### src/hdl/branch_pkg.sv
package branch_pkg;

    // --------------------------------------------------
    // Types
    // --------------------------------------------------

    typedef logic [31:0] word_t;   // Machine word for pc, operands and addresses.
    typedef logic [7:0]  alu_op_t; // Decoded ALU opcode from the issue stage.

    // --------------------------------------------------
    // Branch opcodes
    // --------------------------------------------------

    // Any value not listed here is treated as a non-branch operation.
    localparam alu_op_t ALU_NOP  = 8'h00;
    localparam alu_op_t ALU_BEQ  = 8'h58;
    localparam alu_op_t ALU_BNE  = 8'h59;
    localparam alu_op_t ALU_BLT  = 8'h5a;
    localparam alu_op_t ALU_BGE  = 8'h5b;
    localparam alu_op_t ALU_BLTU = 8'h5c;
    localparam alu_op_t ALU_BGEU = 8'h5d;
    localparam alu_op_t ALU_B    = 8'h50;
    localparam alu_op_t ALU_BL   = 8'h51;
    localparam alu_op_t ALU_JIRL = 8'h4c;

    // Sequential fetch step, one instruction.
    localparam word_t INST_BYTES = 32'd4;

    // --------------------------------------------------
    // Instruction fields
    // --------------------------------------------------

    // The 16-bit offset sits in bits 25..10.
    localparam int OFFS16_HI = 25;
    localparam int OFFS16_LO = 10;

    // The 26-bit offset is split over two fields.
    // Its upper ten bits sit in bits 9..0 and its lower
    // sixteen bits reuse the 16-bit offset field.
    localparam int OFFS26_HI = 9;
    localparam int OFFS26_LO = 0;

    // Both offsets count instructions and are scaled
    // to bytes by a shift of two before use.

endpackage

### src/hdl/branch_cond.sv
module branch_cond
    import branch_pkg::*;
(
    input  alu_op_t aluop,
    input  word_t   reg1,
    input  word_t   reg2,

    output logic    is_branch,
    output logic    is_taken
);

    logic use_signed;
    logic reg1_eq_reg2;
    logic reg1_lt_signed;
    logic reg1_lt_unsigned;
    logic reg1_lt_reg2;

    // --------------------------------------------------
    // Operand compare
    // --------------------------------------------------

    assign use_signed = (aluop == ALU_BLT) || (aluop == ALU_BGE);

    assign reg1_eq_reg2     = (reg1 == reg2);
    assign reg1_lt_signed   = ($signed(reg1) < $signed(reg2));
    assign reg1_lt_unsigned = (reg1 < reg2);

    // One less-than result serves both signed and unsigned branches.
    assign reg1_lt_reg2 = use_signed ? reg1_lt_signed : reg1_lt_unsigned;

    // --------------------------------------------------
    // Opcode decode
    // --------------------------------------------------

    always_comb begin
        is_branch = 1'b1;
        is_taken  = 1'b0;
        case (aluop)
            ALU_BEQ: begin
                is_taken = reg1_eq_reg2;
            end
            ALU_BNE: begin
                is_taken = !reg1_eq_reg2;
            end
            ALU_BLT, ALU_BLTU: begin
                is_taken = reg1_lt_reg2;
            end
            ALU_BGE, ALU_BGEU: begin
                is_taken = !reg1_lt_reg2;
            end
            ALU_B, ALU_BL, ALU_JIRL: begin
                is_taken = 1'b1; // Jumps always redirect fetch.
            end
            default: begin
                is_branch = 1'b0;
                is_taken  = 1'b0;
            end
        endcase
    end

endmodule

### src/hdl/branch_exec.sv
module branch_exec
    import branch_pkg::*;
(
    input  logic    clk,
    input  logic    rst_n,

    input  logic    in_valid,
    input  word_t   pc,
    input  word_t   inst,
    input  alu_op_t aluop,
    input  word_t   reg1,
    input  word_t   reg2,

    input  logic    pred_taken,
    input  word_t   pred_addr,

    output logic    upd_valid,
    output word_t   upd_pc,
    output logic    upd_taken,
    output word_t   upd_addr,
    output logic    flush,
    output word_t   alu_res
);

    logic  is_branch;
    logic  is_taken;
    word_t target_addr;
    word_t link_res;

    // --------------------------------------------------
    // Direction and target blocks
    // --------------------------------------------------

    branch_cond i_branch_cond (
        .aluop     (aluop),
        .reg1      (reg1),
        .reg2      (reg2),
        .is_branch (is_branch),
        .is_taken  (is_taken)
    );

    branch_target i_branch_target (
        .pc          (pc),
        .inst        (inst),
        .reg1        (reg1),
        .aluop       (aluop),
        .target_addr (target_addr),
        .link_res    (link_res)
    );

    // Single register stage of the unit.
    branch_resolve i_branch_resolve (
        .clk         (clk),
        .rst_n       (rst_n),
        .in_valid    (in_valid),
        .pc          (pc),
        .is_branch   (is_branch),
        .is_taken    (is_taken),
        .target_addr (target_addr),
        .link_res    (link_res),
        .pred_taken  (pred_taken),
        .pred_addr   (pred_addr),
        .upd_valid   (upd_valid),
        .upd_pc      (upd_pc),
        .upd_taken   (upd_taken),
        .upd_addr    (upd_addr),
        .flush       (flush),
        .alu_res     (alu_res)
    );

endmodule

### src/hdl/branch_resolve.sv
module branch_resolve
    import branch_pkg::*;
(
    input  logic  clk,
    input  logic  rst_n,

    input  logic  in_valid,
    input  word_t pc,

    input  logic  is_branch,
    input  logic  is_taken,
    input  word_t target_addr,
    input  word_t link_res,

    input  logic  pred_taken,
    input  word_t pred_addr,

    output logic  upd_valid,
    output word_t upd_pc,
    output logic  upd_taken,
    output word_t upd_addr,
    output logic  flush,
    output word_t alu_res
);

    word_t pc_fall;
    word_t act_addr;
    logic  act_taken;
    logic  act_flush;

    assign pc_fall = pc + INST_BYTES;

    // --------------------------------------------------
    // Outcome versus prediction
    // --------------------------------------------------

    always_comb begin
        act_taken = 1'b0;
        act_addr  = '0;
        act_flush = 1'b0;
        if (is_branch) begin
            act_taken = is_taken;
            if (is_taken && pred_taken) begin
                act_addr = target_addr;
                // Right direction but the predicted target may still be stale.
                act_flush = (pred_addr != target_addr);
            end else if (is_taken && !pred_taken) begin
                act_addr  = target_addr;
                act_flush = 1'b1;
            end else if (!is_taken && pred_taken) begin
                act_addr  = pc_fall; // Fetch resumes at the next instruction.
                act_flush = 1'b1;
            end else begin
                act_addr  = '0;
                act_flush = 1'b0;
            end
        end
    end

    // --------------------------------------------------
    // Output register
    // --------------------------------------------------

    // The data outputs keep their value between strobes.
    // Only the two pulses are dropped in idle cycles.
    always_ff @(posedge clk) begin
        if (!rst_n) begin
            upd_valid <= 1'b0;
            upd_pc    <= '0;
            upd_taken <= 1'b0;
            upd_addr  <= '0;
            flush     <= 1'b0;
            alu_res   <= '0;
        end else if (in_valid) begin
            upd_valid <= is_branch;
            upd_pc    <= is_branch ? pc : '0;
            upd_taken <= act_taken;
            upd_addr  <= act_addr;
            flush     <= act_flush;
            alu_res   <= link_res; // Zero for everything except BL and JIRL.
        end else begin
            upd_valid <= 1'b0;
            flush     <= 1'b0;
        end
    end

endmodule

### src/hdl/branch_target.sv
module branch_target
    import branch_pkg::*;
(
    input  word_t   pc,
    input  word_t   inst,
    input  word_t   reg1,
    input  alu_op_t aluop,

    output word_t   target_addr,
    output word_t   link_res
);

    word_t offs16;
    word_t offs26;
    word_t pc_next;

    // --------------------------------------------------
    // Offset extraction
    // --------------------------------------------------

    // Sign extended and scaled from instructions to bytes.
    assign offs16 = {{14{inst[OFFS16_HI]}},
                     inst[OFFS16_HI:OFFS16_LO],
                     2'b00};

    assign offs26 = {{4{inst[OFFS26_HI]}},
                     inst[OFFS26_HI:OFFS26_LO],
                     inst[OFFS16_HI:OFFS16_LO],
                     2'b00};

    assign pc_next = pc + INST_BYTES; // Return address for calls.

    // --------------------------------------------------
    // Target and link per opcode
    // --------------------------------------------------

    always_comb begin
        target_addr = '0;
        link_res    = '0;
        case (aluop)
            ALU_BEQ, ALU_BNE, ALU_BLT, ALU_BGE, ALU_BLTU, ALU_BGEU: begin
                target_addr = pc + offs16;
            end
            ALU_B: begin
                target_addr = pc + offs26;
            end
            ALU_BL: begin
                target_addr = pc + offs26;
                link_res    = pc_next;
            end
            ALU_JIRL: begin
                // The base of a register indirect jump comes from reg1.
                target_addr = reg1 + offs16;
                link_res    = pc_next;
            end
            default: begin
                target_addr = '0;
                link_res    = '0;
            end
        endcase
    end

endmodule

### config.mk
export PLATFORM = sky130hd
export DESIGN_NAME = branch_exec
export DESIGN_NICKNAME = d
export VERILOG_FILES = /design/src/hdl/branch_pkg.sv /design/src/hdl/branch_cond.sv /design/src/hdl/branch_exec.sv /design/src/hdl/branch_resolve.sv /design/src/hdl/branch_target.sv
export SDC_FILE = /design/constraint.sdc
export NUM_CORES = 1
export LEC_CHECK = 0
export BUFFER_PORTS_ARGS = -buffer_cell sky130_fd_sc_hd__buf_2
export CORE_ASPECT_RATIO = 0.6
export CORE_MARGIN = 5
export CORE_UTILIZATION = 40
export DETAILED_ROUTE_END_ITERATION = 16
export PLACE_DENSITY = 0.67
export SETUP_SLACK_MARGIN = 0.02
export SYNTH_ARGS = -nofsm -noshare
export SYNTH_HDL_FRONTEND = slang
export SYNTH_SLANG_ARGS = --single-unit
export TNS_END_PERCENT = 1
### constraint.sdc
create_clock -name clk -period 4.7 [get_ports clk]
set_input_delay 0.705 -clock clk [delete_from_list [all_inputs] [get_ports clk]]
set_output_delay 0.705 -clock clk [all_outputs]
set_load 0.005 [all_outputs]
==> flow_results.org <==
** Timing
- Post-route worst hold slack :: 0.452 ns
- Measured slew at the worst slew-check pin :: 1.01 ns
- Setup repair after global routing left no endpoint under its margin.
- Counting I/O delays and the setup requirement, the final critical path takes 4.42 ns.
- Period utilization :: 94.1%
- The final-report max-slew violation count is 0.
- Final setup violation count :: 0
- Final hold violation count :: 0
- For the final database, setup skew stands at 0 ns.
- For this run, the top clock speed supported by timing is 226 MHz.
- The worst pin sits at a relative slew slack of 32.3%.

** Worst setup path
- Length in cells of the worst reg-to-reg path :: 1
- The endpoint identified for the worst register-to-register timing path is i_branch_resolve.upd_addr[22].
- In this run the worst path has a maximum fanout of 2.
- Critical Path Start Type :: primary input
- STA puts the critical path data arrival time at 4.64 ns.
- Worst reg-to-reg setup slack :: 4.02 ns
- The critical path in this run is classified as primary input to flip-flop.
- The worst register-to-register path begins at i_branch_resolve.upd_addr[22].
- The worst setup path is captured at a flip-flop.
- At the worst endpoint, the required time is 4.91 ns.

** Layout
- The library cells used most frequently in the layout, excluding fill and tap cells, are buf_2, nand2_1, ha_1.
- Area of combinational cells with multiple inputs :: 6730 um2
- Ant diodes :: 0
- The library cell used most frequently in the layout, excluding fill and tap cells, is buf_2.
- Area growth from synthesis to layout :: 27.4%
- Layout fillers :: 2250
- The sequential cells in the finished layout cover a total of 1980 um2.
- Final non-filler cell total :: 1807
- Count of nets after finishing :: 1768
- The post-route netlist has 26.0% of its cells at a drive strength greater than 1.

** Clocking
- TritonCTS built the clock tree.
- Setup repair bufs after CTS :: 0
- Number of clock sinks seen by CTS :: 99
- Post-CTS resize count :: 0
- Total CTS buffers :: 9
- CTS H-tree depth :: 3
- Clock slew at the register clock pins of the worst setup and hold paths :: 0.07 ns
- CTS placed an instance of clkbuf_16 at the clock tree root.
- Number of buffers on the longest clock path :: 2
- Skew-Pair Late Insertion Delay :: 0.34 ns
- Buffers inserted to repair hold after CTS numbered 0.

** Drt
- In the final routed layout, each cell accounts on average for 19.7 um.
- Drt first-iter violations :: 1072
- After detailed routing, the number of remaining DRC violations is 0.
- Total via count in the routed design :: 10200
- Detailed-route vias per instance :: 5.63
- Before antenna repair, the detailed router went through 7 iterations.
- Number of nets with antenna violations after routing :: 0
- Post-Route WL :: 35.6 mm

** Yosys
- After technology mapping, the gate count stands at 1189.
- Distinct cell type count after synthesis :: 74
- Number of enable-type register cells in the synthesized netlist :: 0
- The share of the Yosys chip area taken by registers is 21.8%.
- Register bit total from synthesis :: 99
- Post-synthesis async set-or-reset flop share :: 0%
- Netlist Area Pre-Place :: 9080 um2
- Synthesized netlist net count :: 1463
- Average instance area after synthesis :: 7.64 um2
- Primary FF master, synth :: dfxtp_1
- Yosys warns :: 0

** Floorplan
- Core Region :: 22200 um2
- Die Width :: 205 um
- In this run the count of I/O pins placed on the die edge is 271.
- Die Height :: 127 um
- Starting density of the core :: 41.0%
- The die covers 25900 um2.
- Row cnt :: 42

** Global route
- First-pass GRT wire length :: 52.7 mm
- Total grt overflow :: 0
- For this run, the total global-route usage over all layers was measured as 25.8%.
- The via count of the first global-routing pass came to 9159.
- The initial antenna violation count is 1.
- Entering global routing, the biggest net connects 46 pins.

** Power
- VDD sags by at most 0.158 mV.
- Power Dens Cells :: 214 nW/um2
- The analysis attributes to cell leakage a power of 5.64 nW.

** Hold path
- In this run the most critical hold path is launched from i_branch_resolve.alu_res[7].
- Endpoint of the worst hold path :: i_branch_resolve.alu_res[7]
- Class of the tightest hold or removal check :: flip-flop to flip-flop
- Along the worst hold path, the cell count comes to 2.

** Place
- At the end of routability-driven placement, the weighted congestion stood at 0.965.
- Number of port buffers :: 264
- After legalization and detailed placement, the total HPWL measured 30.0 mm.
- After detailed placement, the design holds a cell count of 1791.

** Outcome
- The flow ran to the end, and the final reports show no timing, DRC or antenna violations.

** Job
- Max cap viols :: 0
==> per-layer routing <==
| layer | GRT usage, % | share of wire, % | vias to the layer above |
|---|---|---|---|
| li1 | - | - | 4951 |
| met1 | 42.9 | 50 | 4665 |
| met2 | 34.3 | 38 | 521 |
| met3 | 4.92 | 11 | 30 |
| met4 | 2.80 | 0.85 | 2 |
| met5 | 0 | 0.037 | - |
==> kinds of logic (layout without fill, tap and decap cells) <==
group | after synthesis | count (layout) | synth area share, %
buffers and inverters | 107 | 417 | 4.43
AND/OR/NAND/NOR | 388 | 388 | 19.9
flip-flops | 99 | 99 | 21.8
AO/OA/AOI/OAI | 383 | 383 | 29.0
adder cells (fa/ha/maj) | 102 | 102 | 14.2
multiplexers | 5 | 5 | 0.565
XOR/XNOR | 105 | 105 | 10.1
==> cell type report <==
type                    count  area share [%]
well taps                 308            3.33
inverters                  51            1.65
clock inverters             6           0.627
flip-flops and latches     99            17.1
clock buffers              10            2.06
multi-input cells         983            58.1
repair buffers            350            17.1
==> Yosys cell counts (all sizes together), types with 3 or more instances <==
cell type  count  area share [%]
nor2b          8            0.55
xor2          49             4.7
xnor2         56             5.4
a31oi         13             1.1
a221oi         3            0.43
or2            3            0.21
dfxtp         99              22
nor2          54             2.2
o21bai         4            0.33
a22o          58             5.6
buf            7            0.30
nand4         28             1.9
clkbuf        49             2.0
ha           100              14
o22ai         22             1.5
o21ai         86             4.7
nor4           9            0.69
o221ai         3            0.29
a21boi         7            0.58
and4           3            0.30
a32oi          3            0.29
a21o          42             3.5
or3            7            0.54
and3          21             1.5
a21oi         64             3.5
a211oi        10            0.88
nand2        192             7.9
a211o          3            0.29
nand3         32             1.8
mux2i          4            0.44
inv           51             2.1
o21a          12            0.99
and2           4            0.28
o211ai         9            0.74
nand2b         7            0.48
a31o           3            0.29
o2111ai        4            0.45
a22oi         21             1.7
nor3          11            0.61
==> worst max-delay path by stage <==
stage / startpoint / end
after global placement: reg1[5] / i_branch_resolve.flush
after CTS: reg1[5] / i_branch_resolve.flush
final: reg1[17] / i_branch_resolve.flush
after floorplan: aluop[2] / i_branch_resolve.flush
after detailed placement: reg1[5] / i_branch_resolve.flush
after global routing: aluop[1] / i_branch_resolve.flush
==> sequential cells by signal, indices dropped and copies added (netlist names) <==
signal                      cells
i_branch_resolve.alu_res       32
i_branch_resolve.flush          1
i_branch_resolve.upd_addr      32
i_branch_resolve.upd_pc        32
i_branch_resolve.upd_taken      1
i_branch_resolve.upd_valid      1
==> worst max-delay path, cell delays in order <==
cell	delay [ns]
buf_2	0.11
ha_1	0.31
a21o_1	0.16
a21o_1	0.17
a21o_1	0.18
a21o_1	0.18
a21o_1	0.17
a21o_1	0.17
a21oi_1	0.14
o311ai_1	0.16
xnor2_1	0.20
o21ai_0	0.20
buf_4	0.17
ha_1	0.16
nand2_1	0.08
nor4_2	0.28
nand4_1	0.12
nor4_1	0.33
buf_4	0.17
nand4_1	0.08
nor4_1	0.28
a31oi_1	0.12
==> power by group <==
part	total [W]	internal, W	switching, W
Clock	0.000763	0.000434	0.000329
Sequential	0.000844	0.000842	0.00000225
Combinational	0.000873	0.000368	0.000505
Total	0.00248	0.00164	0.000837
==> metrics by stage <==
step | setup slack (ns) | total power (W) | instance area, um2 | TNS (ns) | utilization, %
finish | 0.275 | 0.00248 | 11600 | 0 | 52.2
global route | 0.0454 | 0.00261 | 11600 | 0 | 52.2
CTS | 0.135 | 0.00247 | 11600 | 0 | 52.1
detailed placement | -0.218 | 0.00171 | 11200 | -0.218 | 50.7
global placement | -0.121 | 0.00170 | 11200 | -0.121 | 50.7
floorplan | 0.195 | 0.00139 | 9080 | 0 | -
(Power assumes the default switching activity.)
